File: src/i2c_pkg.sv
`default_nettype none

package i2c_pkg;

    // Controller states, one transaction per request
    typedef enum logic [3:0] {
        idle,
        start,
        send_byte,
        check_ack,
        restart,
        receive_byte,
        send_nack,
        send_stop
    } i2c_state_t;

    // Byte of the frame in flight
    typedef enum logic [1:0] {
        address_write,
        register,
        write_data,
        address_read
    } frame_step_t;

    // Quarters of one SCL period
    typedef enum logic [1:0] {
        setup,
        rise,
        high,
        fall
    } bit_phase_t;

    typedef struct packed {
        logic       read_write;
        logic [6:0] device_address;
        logic [7:0] register_address;
        logic [7:0] write_data;
    } i2c_request_t;

    // Sensed levels, or drive-low requests
    typedef struct packed {
        logic scl;
        logic sda;
    } i2c_lines_t;

    typedef logic [15:0] divider_t;

endpackage

`default_nettype wire

File: src/bit_clock_timer.sv
`timescale 1ns/1ps
`default_nettype none

module bit_clock_timer #(
    parameter logic [15:0] STRETCH_LIMIT = 16'd255
) (
    input  wire                    clock,
    input  wire                    reset_n,
    input  wire i2c_pkg::divider_t divider,
    input  wire                    stretch_restart,
    output logic                   tick,
    output logic                   stretch_expired
);

    i2c_pkg::divider_t divider_count;
    logic [15:0]       stretch_count;

    // Also catches a divider lowered below the running count
    assign tick = (divider_count >= divider);

    assign stretch_expired = (stretch_count == 16'd0);

    always_ff @(posedge clock) begin
        if (!reset_n) begin
            divider_count <= '0;
        end
        else if (tick) begin
            divider_count <= '0;
        end
        else begin
            divider_count <= divider_count + 16'd1;
        end
    end

    ////////////////////////////////////////////////////////////////////////////
    // Stretch timeout, counts ticks while SCL is held in the rise quarter
    ////////////////////////////////////////////////////////////////////////////

    always_ff @(posedge clock) begin
        if (!reset_n || stretch_restart) begin
            stretch_count <= STRETCH_LIMIT;
        end
        else if (tick && !stretch_expired) begin
            stretch_count <= stretch_count - 16'd1;
        end
    end

endmodule

`default_nettype wire

File: src/frame_shifter.sv
`timescale 1ns/1ps
`default_nettype none

module frame_shifter (
    input  wire                        clock,
    input  wire                        reset_n,
    input  wire                        capture,
    input  wire i2c_pkg::i2c_request_t request,
    input  wire                        load,
    input  wire i2c_pkg::frame_step_t  load_step,
    input  wire                        shift_out,
    input  wire                        sample,
    input  wire                        rx_bit,
    output logic                       tx_bit,
    output logic                       is_read,
    output logic [7:0]                 read_data
);

    i2c_pkg::i2c_request_t saved_request;
    logic [7:0]            tx_byte;

    assign tx_bit  = tx_byte[7];
    assign is_read = saved_request.read_write;

    // Request is held for the whole transaction
    always_ff @(posedge clock) begin
        if (capture) begin
            saved_request <= request;
        end
    end

    ////////////////////////////////////////////////////////////////////////////
    // Outgoing byte, MSB first
    ////////////////////////////////////////////////////////////////////////////

    always_ff @(posedge clock) begin
        if (load) begin
            case (load_step)
                i2c_pkg::address_write: begin
                    tx_byte <= {saved_request.device_address, 1'b0};
                end
                i2c_pkg::address_read: begin
                    tx_byte <= {saved_request.device_address, 1'b1};
                end
                i2c_pkg::register: begin
                    tx_byte <= saved_request.register_address;
                end
                default: begin
                    tx_byte <= saved_request.write_data;
                end
            endcase
        end
        else if (shift_out) begin
            tx_byte <= {tx_byte[6:0], tx_byte[7]};
        end
    end

    // First bit in ends up as MSB
    always_ff @(posedge clock) begin
        if (!reset_n) begin
            read_data <= 8'h00;
        end
        else if (sample) begin
            read_data <= {read_data[6:0], rx_bit};
        end
    end

endmodule

`default_nettype wire

File: src/transfer_controller.sv
`timescale 1ns/1ps
`default_nettype none

module transfer_controller (
    input  wire                       clock,
    input  wire                       reset_n,
    input  wire                       enable,
    input  wire                       tick,
    input  wire                       stretch_expired,
    input  wire i2c_pkg::i2c_lines_t  bus_in,
    input  wire                       tx_bit,
    input  wire                       is_read,
    output logic                      capture,
    output logic                      load,
    output i2c_pkg::frame_step_t      load_step,
    output logic                      shift_out,
    output logic                      sample,
    output logic                      stretch_restart,
    output i2c_pkg::i2c_lines_t       bus_drive_low,
    output logic                      busy
);

    i2c_pkg::i2c_state_t  state;
    i2c_pkg::i2c_state_t  next_state;
    i2c_pkg::bit_phase_t  phase;
    i2c_pkg::bit_phase_t  next_phase;
    i2c_pkg::frame_step_t step;
    i2c_pkg::frame_step_t next_step;
    logic [2:0]           bit_count;
    logic [2:0]           next_bit_count;
    logic                 ack_seen;
    logic                 next_ack_seen;
    logic                 scl_low_phase;
    logic                 last_bit;

    assign scl_low_phase   = (phase == i2c_pkg::setup) || (phase == i2c_pkg::fall);
    assign last_bit        = (bit_count == 3'd0);
    assign stretch_restart = (phase != i2c_pkg::rise);

    ////////////////////////////////////////////////////////////////////////////
    // Open-drain drive, SDA only moves while SCL is held low
    ////////////////////////////////////////////////////////////////////////////

    always_comb begin
        bus_drive_low = '0;
        case (state)
            i2c_pkg::start: begin
                bus_drive_low.scl = (phase == i2c_pkg::fall);
                bus_drive_low.sda = (phase == i2c_pkg::high) || (phase == i2c_pkg::fall);
            end
            i2c_pkg::restart: begin
                bus_drive_low.scl = scl_low_phase;
                bus_drive_low.sda = (phase == i2c_pkg::high) || (phase == i2c_pkg::fall);
            end
            i2c_pkg::send_byte: begin
                bus_drive_low.scl = scl_low_phase;
                bus_drive_low.sda = !tx_bit;
            end
            i2c_pkg::check_ack,
            i2c_pkg::receive_byte,
            i2c_pkg::send_nack: begin
                bus_drive_low.scl = scl_low_phase;
            end
            i2c_pkg::send_stop: begin
                // SDA released last, with SCL high
                bus_drive_low.scl = (phase == i2c_pkg::setup);
                bus_drive_low.sda = (phase != i2c_pkg::fall);
            end
            default: begin
                bus_drive_low = '0;
            end
        endcase
    end

    ////////////////////////////////////////////////////////////////////////////
    // Sequencing
    ////////////////////////////////////////////////////////////////////////////

    always_comb begin
        next_state     = state;
        next_phase     = phase;
        next_step      = step;
        next_bit_count = bit_count;
        next_ack_seen  = ack_seen;
        capture        = 1'b0;
        load           = 1'b0;
        shift_out      = 1'b0;
        sample         = 1'b0;

        if (state == i2c_pkg::idle) begin
            next_phase = i2c_pkg::setup;
            if (enable) begin
                capture    = 1'b1;
                next_state = i2c_pkg::start;
                next_step  = i2c_pkg::address_write;
            end
        end
        else if (tick) begin
            case (phase)
                i2c_pkg::setup: begin
                    next_phase = i2c_pkg::rise;
                end
                i2c_pkg::rise: begin
                    // Target may hold SCL low
                    if (bus_in.scl) begin
                        next_phase = i2c_pkg::high;
                    end
                    else if (stretch_expired) begin
                        next_state = i2c_pkg::idle;
                        next_phase = i2c_pkg::setup;
                    end
                end
                i2c_pkg::high: begin
                    next_phase = i2c_pkg::fall;
                    if (state == i2c_pkg::check_ack) begin
                        next_ack_seen = !bus_in.sda;
                    end
                    if (state == i2c_pkg::receive_byte) begin
                        sample = 1'b1;
                    end
                end
                default: begin
                    next_phase = i2c_pkg::setup;
                    case (state)
                        i2c_pkg::start,
                        i2c_pkg::restart: begin
                            next_state     = i2c_pkg::send_byte;
                            next_bit_count = 3'd7;
                            load           = 1'b1;
                        end
                        i2c_pkg::send_byte: begin
                            if (last_bit) begin
                                next_state = i2c_pkg::check_ack;
                            end
                            else begin
                                shift_out      = 1'b1;
                                next_bit_count = bit_count - 3'd1;
                            end
                        end
                        i2c_pkg::check_ack: begin
                            if (!ack_seen) begin
                                next_state = i2c_pkg::send_stop;
                            end
                            else begin
                                case (step)
                                    i2c_pkg::address_write: begin
                                        next_step      = i2c_pkg::register;
                                        next_state     = i2c_pkg::send_byte;
                                        next_bit_count = 3'd7;
                                        load           = 1'b1;
                                    end
                                    i2c_pkg::register: begin
                                        if (is_read) begin
                                            next_step  = i2c_pkg::address_read;
                                            next_state = i2c_pkg::restart;
                                        end
                                        else begin
                                            next_step      = i2c_pkg::write_data;
                                            next_state     = i2c_pkg::send_byte;
                                            next_bit_count = 3'd7;
                                            load           = 1'b1;
                                        end
                                    end
                                    i2c_pkg::write_data: begin
                                        next_state = i2c_pkg::send_stop;
                                    end
                                    default: begin
                                        next_state     = i2c_pkg::receive_byte;
                                        next_bit_count = 3'd7;
                                    end
                                endcase
                            end
                        end
                        i2c_pkg::receive_byte: begin
                            if (last_bit) begin
                                next_state = i2c_pkg::send_nack;
                            end
                            else begin
                                next_bit_count = bit_count - 3'd1;
                            end
                        end
                        i2c_pkg::send_nack: begin
                            next_state = i2c_pkg::send_stop;
                        end
                        default: begin
                            next_state = i2c_pkg::idle;
                        end
                    endcase
                end
            endcase
        end

        load_step = next_step;
    end

    always_ff @(posedge clock) begin
        if (!reset_n) begin
            state     <= i2c_pkg::idle;
            phase     <= i2c_pkg::setup;
            step      <= i2c_pkg::address_write;
            bit_count <= 3'd0;
            ack_seen  <= 1'b0;
            busy      <= 1'b0;
        end
        else begin
            state     <= next_state;
            phase     <= next_phase;
            step      <= next_step;
            bit_count <= next_bit_count;
            ack_seen  <= next_ack_seen;
            busy      <= (next_state != i2c_pkg::idle);
        end
    end

endmodule

`default_nettype wire

File: src/i2c_master.sv
`timescale 1ns/1ps
`default_nettype none

module i2c_master #(
    parameter logic [15:0] STRETCH_LIMIT = 16'd255
) (
    input  wire                        clock,
    input  wire                        reset_n,
    input  wire                        enable,
    input  wire i2c_pkg::i2c_request_t request,
    input  wire i2c_pkg::divider_t     divider,
    input  wire i2c_pkg::i2c_lines_t   bus_in,
    output i2c_pkg::i2c_lines_t        bus_drive_low,
    output logic [7:0]                 read_data,
    output logic                       busy
);

    logic                 tick;
    logic                 stretch_restart;
    logic                 stretch_expired;
    logic                 capture;
    logic                 load;
    i2c_pkg::frame_step_t load_step;
    logic                 shift_out;
    logic                 sample;
    logic                 tx_bit;
    logic                 is_read;

    bit_clock_timer #(
        .STRETCH_LIMIT   (STRETCH_LIMIT)
    ) timer (
        .clock           (clock),
        .reset_n         (reset_n),
        .divider         (divider),
        .stretch_restart (stretch_restart),
        .tick            (tick),
        .stretch_expired (stretch_expired)
    );

    frame_shifter shifter (
        .clock     (clock),
        .reset_n   (reset_n),
        .capture   (capture),
        .request   (request),
        .load      (load),
        .load_step (load_step),
        .shift_out (shift_out),
        .sample    (sample),
        .rx_bit    (bus_in.sda),
        .tx_bit    (tx_bit),
        .is_read   (is_read),
        .read_data (read_data)
    );

    transfer_controller controller (
        .clock           (clock),
        .reset_n         (reset_n),
        .enable          (enable),
        .tick            (tick),
        .stretch_expired (stretch_expired),
        .bus_in          (bus_in),
        .tx_bit          (tx_bit),
        .is_read         (is_read),
        .capture         (capture),
        .load            (load),
        .load_step       (load_step),
        .shift_out       (shift_out),
        .sample          (sample),
        .stretch_restart (stretch_restart),
        .bus_drive_low   (bus_drive_low),
        .busy            (busy)
    );

endmodule

`default_nettype wire

File: config.mk
export PLATFORM = sky130hd
export DESIGN_NAME = i2c_master
export DESIGN_NICKNAME = d
export VERILOG_FILES = /design/src/i2c_pkg.sv /design/src/bit_clock_timer.sv /design/src/frame_shifter.sv /design/src/transfer_controller.sv /design/src/i2c_master.sv
export SDC_FILE = /design/constraint.sdc
export NUM_CORES = 1
export LEC_CHECK = 0
export BUFFER_PORTS_ARGS = -buffer_cell sky130_fd_sc_hd__buf_2
export CAP_MARGIN = 10
export CORE_MARGIN = 3
export CORE_UTILIZATION = 55
export DETAILED_ROUTE_END_ITERATION = 12
export GPL_TIMING_DRIVEN = 0
export PLACE_DENSITY = 0.86
export RECOVER_POWER = 100
export SYNTH_ARGS = -nofsm -noshare
export SYNTH_HDL_FRONTEND = slang
export SYNTH_SLANG_ARGS = --single-unit
File: constraint.sdc
create_clock -name clock -period 3.69 [get_ports clock]
set_clock_uncertainty 0.1 [all_clocks]
set_input_delay 0.1845 -clock clock [delete_from_list [all_inputs] [get_ports clock]]
set_output_delay 0.1845 -clock clock [all_outputs]
set_load 0.01 [all_outputs]
==> results of run 1 <==
## worst max path at each step
stage,end,cells past startpoint,start
6_report,controller.busy,9,timer.divider_count[0]
5_1_grt,shifter.tx_byte[5],8,timer.divider_count[14]
4_1_cts,shifter.tx_byte[5],8,timer.divider_count[14]
3_5_place_dp,shifter.tx_byte[5],8,timer.divider_count[12]
3_3_place_gp,shifter.tx_byte[5],8,timer.divider_count[9]
2_1_floorplan,shifter.tx_byte[1],9,timer.divider_count[0]
## layer usage
| layer | wire [um] | global-route usage, % | vias to the layer above |
|---|---|---|---|
| li1 | - | - | 1774 |
| met1 | 3950 | 28.6 | 1653 |
| met2 | 4560 | 37.2 | 99 |
| met3 | 413 | 3.35 | 24 |
| met4 | 201 | 8.29 | 0 |
| met5 | 0 | 0 | - |
## worst min-delay path, delay by kind of cell
kind / cells / cell delay, ps
muxes: 1 / 60
buffers and inverters: 1 / 80
and+or+nand+nor: 1 / 100
## logic make-up (layout without fill, tap and decap cells)
kind of cell    Yosys count  after routing  synth area share [%]
compound gates           89             89                  14.6
xor+xnor                 25             25                  5.08
simple gates            163            163                  19.4
flops                    85             85                  46.9
mux                      10             10                  2.64
fa+ha+maj                24             24                  6.96
buf+inv                  51            145                  4.47
## state kept, by name, indices dropped and copies added (netlist names)
signal / cells
controller.busy: 1
controller.phase: 2
controller.ack_seen: 1
controller.bit_count: 3
shifter.is_read: 1
controller.step: 2
shifter.read_data: 8
shifter.saved_request: 23
controller.state: 4
shifter.tx_byte: 8
timer.stretch_count: 16
timer.divider_count: 16
## where the power goes
part,internal (uW),switching (uW)
Combinational,55.9,55.5
Clock,268,377
Sequential,995,10.1
Total,1320,442
## through the flow
stage	setup WS, ps	cell area (um^2)	hold WS, ps	total power, uW	util (%)
after floorplan	819	4310	183	1080	-
after global placement	576	4710	260	1110	63.2
after detailed placement	537	4710	263	1120	63.2
after CTS	467	5140	9.21	1770	69.1
after global routing	171	5130	27.6	1830	68.9
final	517	5130	16.0	1760	68.9
## synthesized netlist by cell type (4+ instances only)
| master | count | area, um^2 |
|---|---|---|
| mux2i_1 | 8 | 80.1 |
| edfxtp_1 | 32 | 961 |
| and2_1 | 7 | 43.8 |
| o221a_2 | 7 | 78.8 |
| xor2_1 | 18 | 158 |
| a211oi_1 | 6 | 45.0 |
| nor3_1 | 8 | 40.0 |
| a31oi_1 | 4 | 25.0 |
| ha_1 | 24 | 300 |
| nand3_1 | 15 | 75.1 |
| inv_1 | 37 | 139 |
| and3_1 | 7 | 43.8 |
| dfxtp_1 | 53 | 1060 |
| nand2b_1 | 7 | 43.8 |
| a21oi_1 | 30 | 150 |
| clkbuf_1 | 13 | 48.8 |
| nand4_1 | 8 | 50.1 |
| or3_1 | 6 | 37.5 |
| o21ai_0 | 18 | 90.1 |
| xnor2_1 | 7 | 61.3 |
| nor2_1 | 54 | 203 |
| nand2_1 | 30 | 113 |
## what timing repair did
| item | CTS | global route |
|---|---|---|
| endpoints found under the setup margin | 0 | 0 |
| buffers inserted | 0 | 0 |
| hold buffers | 24 | 0 |
| hold endpoints to repair | 24 | 0 |
## cell type report
class | count | area, um^2
buffer | 14 | 52.6
tap | 99 | 124
clock inverter | 7 | 73.8
timing repair buffer | 78 | 497
fill | 570 | 2320
sequential | 85 | 2020
multi-input combinational | 311 | 2100
inverter | 37 | 139
clock buffer | 9 | 124
==> impl_metrics.py, run 1 <==
metrics = {
    "floorplan": {
        "rows": 31,
        "die_area_um2": 8940,
        "die_h_um": 94.6,
        "initial_utilization_pct": 57.9,
        "die_w_um": 94.6,
        "core_area_um2": 7450,
        "io_pins": 56,
    },
    "power": {
        "power.density_nw_per_um2": 344,
        "power.leakage_uw": 0.00200,
        "vdd.ir_drop.worst_v": 0.000232,
    },
    "cells_and_area": {
        "final_cell_mix": "nor2_1, dfxtp_1, buf_2",
        "diodes": 0,
        "mostFrequentLayoutCell": "nor2_1",
        "final_cells": 640,
        "drive_gt1_share_pct": 14.2,
        "layout.nets": 605,
        "area_growth_pct": 18.9,
    },
    "logic_synthesis": {
        "ys_ff_latch": 85,
        "syn_area_per_cell_um2": 9.65,
        "netlist_instances": 447,
        "synth_edf_count": 32,
        "async_reset_ff_share_pct": 0,
        "seq_area_frac_synth_pct": 46.9,
        "syn_area_um2": 4310,
        "synth_cell_types": 57,
        "synthFlopType": "dfxtp_1",
        "yosysWarningCount": 0,
        "synth_nets": 516,
    },
    "clock_tree": {
        "clkSlewWorstSetupHoldPaths_ps": 90,
        "insertion_delay_ps": 350,
        "cts_tree": "done",
        "htreeDepth": 3,
        "cts_made_buffers": 9,
        "root_buffer": "clkbuf_8",
        "post_cts_resized": 0,
        "cts_sinks": 85,
        "clockBufferDepth": 2,
    },
    "drt": {
        "drt-total-wl_mm": 9.13,
        "first_iter_violations": 132,
        "ant_nets": 0,
        "firstDrtPassIters": 5,
        "via_per_inst": 5.55,
        "wire_per_inst_um": 14.3,
        "vias": 3550,
        "drc": 0,
    },
    "placement": {
        "place_congestion": 0.915,
        "io_buffer_count": 54,
        "hpwl_mm": 6.31,
        "place_inst": 600,
    },
    "timing": {
        "finalCritPeriodShare_pct": 86.0,
        "rsz0062_at_grt": "false",
        "layout_min_cycle_time_ps": 3170,
        "worst_pin_slew_ps": 1080,
        "max_freq_mhz": 315,
        "slew_headroom_pct": 27.1,
        "hold_violations": 0,
        "drv_slew": 0,
        "setup_viol": 0,
        "finalSetupTns_ps": 0,
    },
    "global_route": {
        "grt.overflow.total": 0,
        "grt_pass1_vias": 3541,
        "grt_antenna_before_repair": 0,
        "grt_max_degree": 26,
        "grt_util_all_layers_pct": 22.0,
        "grt_pass1_wl_mm": 15.8,
    },
    "setup_path": {
        "path_buf_inv": 1,
        "worst_setup_path_end_kind": "flip-flop",
        "rrSetupSlack_ps": 520,
        "reg2reg_depth": 9,
        "crit_family": "simple AND/OR/NAND/NOR gates",
        "required_ps": 3830,
        "worstReg2RegEnd": "controller.busy",
        "path_cells": "inv_1 -> ha_1 -> nand2b_1 -> a2111oi_2 -> o32ai_4 -> nor2_1 -> nor3_1 -> o31a_1 -> or4b_1",
        "worstPathMaxFanout": 8,
        "cpPeakStageDelay_ps": 530,
        "crit_type": "flip-flop to flip-flop",
        "worstPathArrival_ps": 3310,
        "reg2reg_from": "timer.divider_count[0]",
        "critPathSlowestCell": "nor2_1",
        "start_kind": "flip-flop",
    },
    "worst_hold_path": {
        "min_to": "shifter.read_data[0]",
        "hold_path.class": "input port to flip-flop",
        "hold_path_depth": 3,
        "hp-start": "bus_in[0]",
    },
    "run_status": {
        "status": "completed",
    },
    "job": {
        "max-cap-violations": 0,
    },
}
(Power assumes the default switching activity.)
==> run 2: changes to the inputs <==
Settings changed: CORE_UTILIZATION 55 to 34, CTS_CLUSTER_SIZE set to 24, PLACE_DENSITY 0.86 to 0.62.
==> run 2 against run 1 <==
Effect of this change: fmax down 2.2%; hold slack improved by 23 ps; flip-flop and latch count did not move; combinational power about the same; cell count up 11%; non-clock buffer count increased by 1; global-route usage shrank 8.5 points; largest power group unchanged.
==> impl_metrics.py, run 2 (synthesized netlist as in run 1, its figures left out) <==
metrics = {
    "cells_and_area": {
        "mostFrequentLayoutCell": "nor2_1",
        "fillCellCount": 1213,
        "layout.nets": 606,
        "largest_reg_flops": 23,
        "final_cell_mix": "nor2_1, dfxtp_1, buf_2",
        "drive_gt1_share_pct": 13.7,
        "diodes": 0,
        "area_growth_pct": 23.2,
        "reg.largest.list": "shifter.saved_request (23), timer.divider_count (16), timer.stretch_count (16)",
        "final_cells": 710,
        "top_register": "shifter.saved_request",
    },
    "clock_tree": {
        "insertion_delay_ps": 330,
        "cts_made_buffers": 9,
        "post_cts_resized": 0,
        "postCtsSetupBuffers": 0,
        "htreeDepth": 3,
        "cts_tree": "done",
        "cts_sinks": 85,
        "clkSlewWorstSetupHoldPaths_ps": 60,
        "root_buffer": "clkbuf_16",
        "clockBufferDepth": 2,
    },
    "timing": {
        "finalCritPeriodShare_pct": 88.0,
        "layout_min_cycle_time_ps": 3250,
        "finalSetupTns_ps": 0,
        "worst_pin_slew_ps": 969,
        "slew_headroom_pct": 35.0,
        "max_freq_mhz": 308,
        "drv_slew": 0,
        "rsz0062_at_grt": "false",
        "hold_violations": 0,
        "setup_viol": 0,
    },
    "setup_path": {
        "reg2reg_from": "timer.divider_count[0]",
        "start_kind": "flip-flop",
        "worstPathMaxFanout": 8,
        "reg2reg_depth": 9,
        "rrSetupSlack_ps": 440,
        "cpPeakStageDelay_ps": 530,
        "worstReg2RegEnd": "controller.busy",
        "path_cells": "inv_1 -> ha_1 -> nand2b_1 -> a2111oi_2 -> o32ai_4 -> nor2_1 -> nor3_1 -> o31a_1 -> or4b_1",
        "critPathSlowestCell": "nor2_1",
        "required_ps": 3800,
        "crit_type": "flip-flop to flip-flop",
        "worstPathArrival_ps": 3350,
        "worst_setup_path_end_kind": "flip-flop",
    },
    "power": {
        "power.density_nw_per_um2": 377,
        "power.leakage_uw": 0.00204,
        "vdd.ir_drop.worst_v": 0.000282,
    },
    "worst_hold_path": {
        "hp-start": "bus_in[0]",
        "hold_path.class": "input port to flip-flop",
        "min_to": "shifter.read_data[0]",
        "hold_path_depth": 3,
    },
    "floorplan": {
        "initial_utilization_pct": 35.3,
        "die_h_um": 119,
        "die_area_um2": 14100,
        "rows": 40,
        "die_w_um": 119,
        "core_area_um2": 12200,
        "io_pins": 56,
    },
    "drt": {
        "via_per_inst": 4.91,
        "first_iter_violations": 222,
        "ant_nets": 0,
        "wire_per_inst_um": 12.7,
        "vias": 3485,
        "drc": 0,
        "firstDrtPassIters": 4,
        "drt-total-wl_mm": 9.04,
    },
    "global_route": {
        "grt.overflow.total": 0,
        "grt_max_degree": 26,
        "grt_util_all_layers_pct": 13.5,
        "grt_antenna_before_repair": 0,
        "grt_pass1_wl_mm": 15.6,
        "grt_pass1_vias": 3380,
    },
    "run_status": {
        "status": "completed",
    },
    "job": {
        "max-cap-violations": 0,
    },
    "placement": {
        "io_buffer_count": 54,
        "hpwl_mm": 6.66,
        "place_inst": 669,
        "place_congestion": 0.900,
    },
}
run 2: cell types whose count changed in the layout (fill, tap and decap cells not counted), sizes merged:
cell	previous run	this run
buf	43	42
clkinvlp	0	2
clkbuf	34	38
bufinv	0	1
inv	42	38
clkinv	2	1
run 2: worst max path at each step:
stage	depth (start not counted)	to	slack, ps	startpoint
floorplan	9	shifter.tx_byte[1]	820	timer.divider_count[0]
global placement	8	shifter.tx_byte[5]	530	timer.divider_count[13]
detailed placement	8	shifter.tx_byte[5]	430	timer.divider_count[13]
CTS	8	shifter.tx_byte[5]	410	timer.divider_count[13]
global route	8	shifter.tx_byte[5]	180	timer.divider_count[13]
finish	9	controller.busy	440	timer.divider_count[0]
run 2: stage by stage:
stage	hold WS [ps]	power [uW]	instance area, um^2	setup WS (ps)	util, %
floorplan	183	1080	4310	819	-
global placement	261	1110	4790	528	39.3
detailed placement	263	1120	4790	428	39.3
CTS	30.2	2030	5330	408	43.6
global route	63.9	2090	5310	183	43.5
finish	39.0	2000	5310	445	43.5
run 2: area by class of cell:
cell class	count	area, um^2	share of cell area, %
multi-input combinational	311	2100	39.5
clock inverter	5	60.1	1.13
tap	168	210	3.96
buffer	14	52.6	0.989
inverter	37	139	2.61
sequential	85	2020	38.1
clock buffer	11	233	4.38
timing repair buffer	79	499	9.40
run 2: per-layer routing:
layer	global-route usage (%)	share of wire, %
met5	0	0
met4	4.78	2.0
met3	4.26	4.9
met2	22.7	48
met1	16.3	45
run 2: power breakdown:
group	switching, uW	internal, uW	leakage, uW	total (uW)
clock network	357	526	0.000136	883
registers	8.86	996	0.000730	1010
logic	55.8	55.4	0.00117	111
total	422	1580	0.00204	2000
run 2: what timing repair did:
action                                  CTS  global route
endpoints found under the hold margin    24             0
endpoints found under the setup margin    0             0
hold buffers                             24             0
run 2: worst max-delay path: cells and delay by family (launching register included):
kind                     cells  cell delay (ps)
AND/OR/NAND/NOR              4             1330
buffers and inverters        1               80
adder cells (fa/ha/maj)      1              260
flip-flops                   1              390
AO/OA/AOI/OAI                3              950
==> run 3: changes to the inputs <==
Settings changed: CORE_MARGIN 3 to 8.
==> run 3 against run 2 <==
Effect of this change: global-route usage fell by 1.3 points; via count decreased by 0.40%; highest routed layer is now met5; die area rose by 18%; clock power fell by 8.0%; design area is 0.40% lower; wire length rose by 6.6%; first-iteration DRC count rose by 1.4%; critical path type unchanged; hold slack got worse by 13 ps; worst setup slack worse by 3.3 ps; sequential power about the same; largest cell class unchanged.
==> impl_metrics.py, run 3 (synthesized netlist as in run 1, its figures left out) <==
metrics = {
    "floorplan": {
        "initial_utilization_pct": 34.5,
        "die_area_um2": 16500,
        "io_pins": 56,
        "core_area_um2": 12500,
        "die_h_um": 129,
        "rows": 41,
        "die_w_um": 129,
    },
    "placement": {
        "hpwl_mm": 7.00,
        "place_congestion": 0.834,
        "place_inst": 673,
        "io_buffer_count": 54,
    },
    "global_route": {
        "grt.overflow.total": 0,
        "grt_antenna_before_repair": 1,
        "grt_util_all_layers_pct": 12.2,
        "grt_pass1_vias": 3531,
        "grt_pass1_wl_mm": 16.4,
        "grt_max_degree": 26,
    },
    "worst_hold_path": {
        "hold_path_depth": 3,
        "hold_path.class": "input port to flip-flop",
    },
    "drt": {
        "vias": 3471,
        "first_iter_violations": 225,
        "drt-total-wl_mm": 9.64,
        "ant_nets": 0,
        "firstDrtPassIters": 4,
        "wire_per_inst_um": 13.5,
        "via_per_inst": 4.87,
        "drc": 0,
    },
    "clock_tree": {
        "root_buffer": "clkbuf_16",
        "post_cts_resized": 0,
        "cts_made_buffers": 9,
        "clockBufferDepth": 2,
        "htreeDepth": 3,
        "cts_sinks": 85,
        "hold_buffers": 24,
        "clkSlewWorstSetupHoldPaths_ps": 60,
        "postCtsSetupBuffers": 0,
        "insertion_delay_ps": 340,
        "cts_tree": "done",
    },
    "setup_path": {
        "crit_type": "flip-flop to flip-flop",
        "rrSetupSlack_ps": 440,
        "path_cells": "inv_1 -> ha_1 -> nand2b_1 -> a2111oi_2 -> o32ai_4 -> nor2_1 -> nor3_1 -> o31a_1 -> or4b_1",
        "worst_setup_path_end_kind": "flip-flop",
        "worstPathMaxFanout": 8,
        "crit_family": "simple AND/OR/NAND/NOR gates",
        "start_kind": "flip-flop",
        "cpPeakStageDelay_ps": 520,
        "critPathSlowestCell": "nor2_1",
        "worstPathArrival_ps": 3360,
        "path_buf_inv": 1,
        "required_ps": 3800,
        "path_depth": 9,
        "reg2reg_depth": 9,
    },
    "cells_and_area": {
        "mostFrequentLayoutCell": "nor2_1",
        "final_cells": 713,
        "top_register": "shifter.saved_request",
        "largest_reg_flops": 23,
        "area_growth_pct": 22.7,
        "final_cell_mix": "nor2_1, dfxtp_1, buf_2",
        "layout.nets": 606,
        "final_util_pct": 42.3,
        "drive_gt1_share_pct": 13.5,
        "diodes": 0,
        "reg.largest.list": "shifter.saved_request (23), timer.divider_count (16), timer.stretch_count (16)",
    },
    "power": {
        "power.leakage_uw": 0.00202,
        "power.density_nw_per_um2": 364,
        "vdd.ir_drop.worst_v": 0.000291,
    },
    "timing": {
        "hold_violations": 0,
        "max_freq_mhz": 308,
        "layout_min_cycle_time_ps": 3250,
        "finalCritPeriodShare_pct": 88.0,
        "drv_slew": 0,
        "slew_headroom_pct": 35.8,
        "fin_hold_ws_ps": 26.0,
        "worst_pin_slew_ps": 957,
        "finalSetupTns_ps": 0,
        "setup_viol": 0,
        "rsz0062_at_grt": "false",
    },
    "run_status": {
        "status": "completed",
    },
    "job": {
        "max-cap-violations": 0,
    },
}
## run 3: changes by cell type in the layout (fill, tap and decap cells not counted), sizes merged
cell,change
bufinv,-1
clkbuf,-2
clkinv,+4
clkinvlp,-1
inv,-1
## run 3: tightest hold or removal path, cell delays in order
cell and delay (ps):
buf_2 110, mux2i_1 70, nor2_1 70
## run 3: layout make-up
| type | instances | area, um^2 |
|---|---|---|
| buffer | 14 | 52.6 |
| timing repair buffer | 79 | 499 |
| tap | 172 | 215 |
| fill | 1247 | 7230 |
| clock buffer | 9 | 225 |
| inverter | 37 | 139 |
| multi-input combinational | 311 | 2100 |
| sequential | 85 | 2020 |
| clock inverter | 6 | 41.3 |
## run 3: power breakdown
part,switching (uW),leakage [uW],internal [uW]
logic,55.1,0.00117,55.5
clock network,361,0.000127,450
registers,9.08,0.000730,996
total,425,0.00202,1500
## run 3: metrics by stage
step	total power, uW	cell area (um^2)	setup slack, ps
3_5_place_dp	1120	4800	448
4_1_cts	1950	5310	426
2_1_floorplan	1080	4310	819
3_3_place_gp	1110	4800	506
6_report	1930	5290	441
5_1_grt	2010	5290	133
## run 3: final timing paths
kind / to / startpoint
setup / recovery: controller.busy / timer.divider_count[0]
hold / removal: shifter.read_data[0] / bus_in[0]
setup reg to reg: controller.busy / timer.divider_count[0]
hold reg to reg: controller.bit_count[1] / controller.bit_count[1]
## run 3: layer usage
| layer | routed length [um] | vias to the layer above | global-route usage, % |
|---|---|---|---|
| li1 | - | 1771 | - |
| met3 | 648 | 11 | 4.76 |
| met1 | 4300 | 1592 | 14.5 |
| met2 | 4570 | 95 | 20.5 |
| met4 | 106 | 2 | 2.70 |
| met5 | 11 | - | 0 |
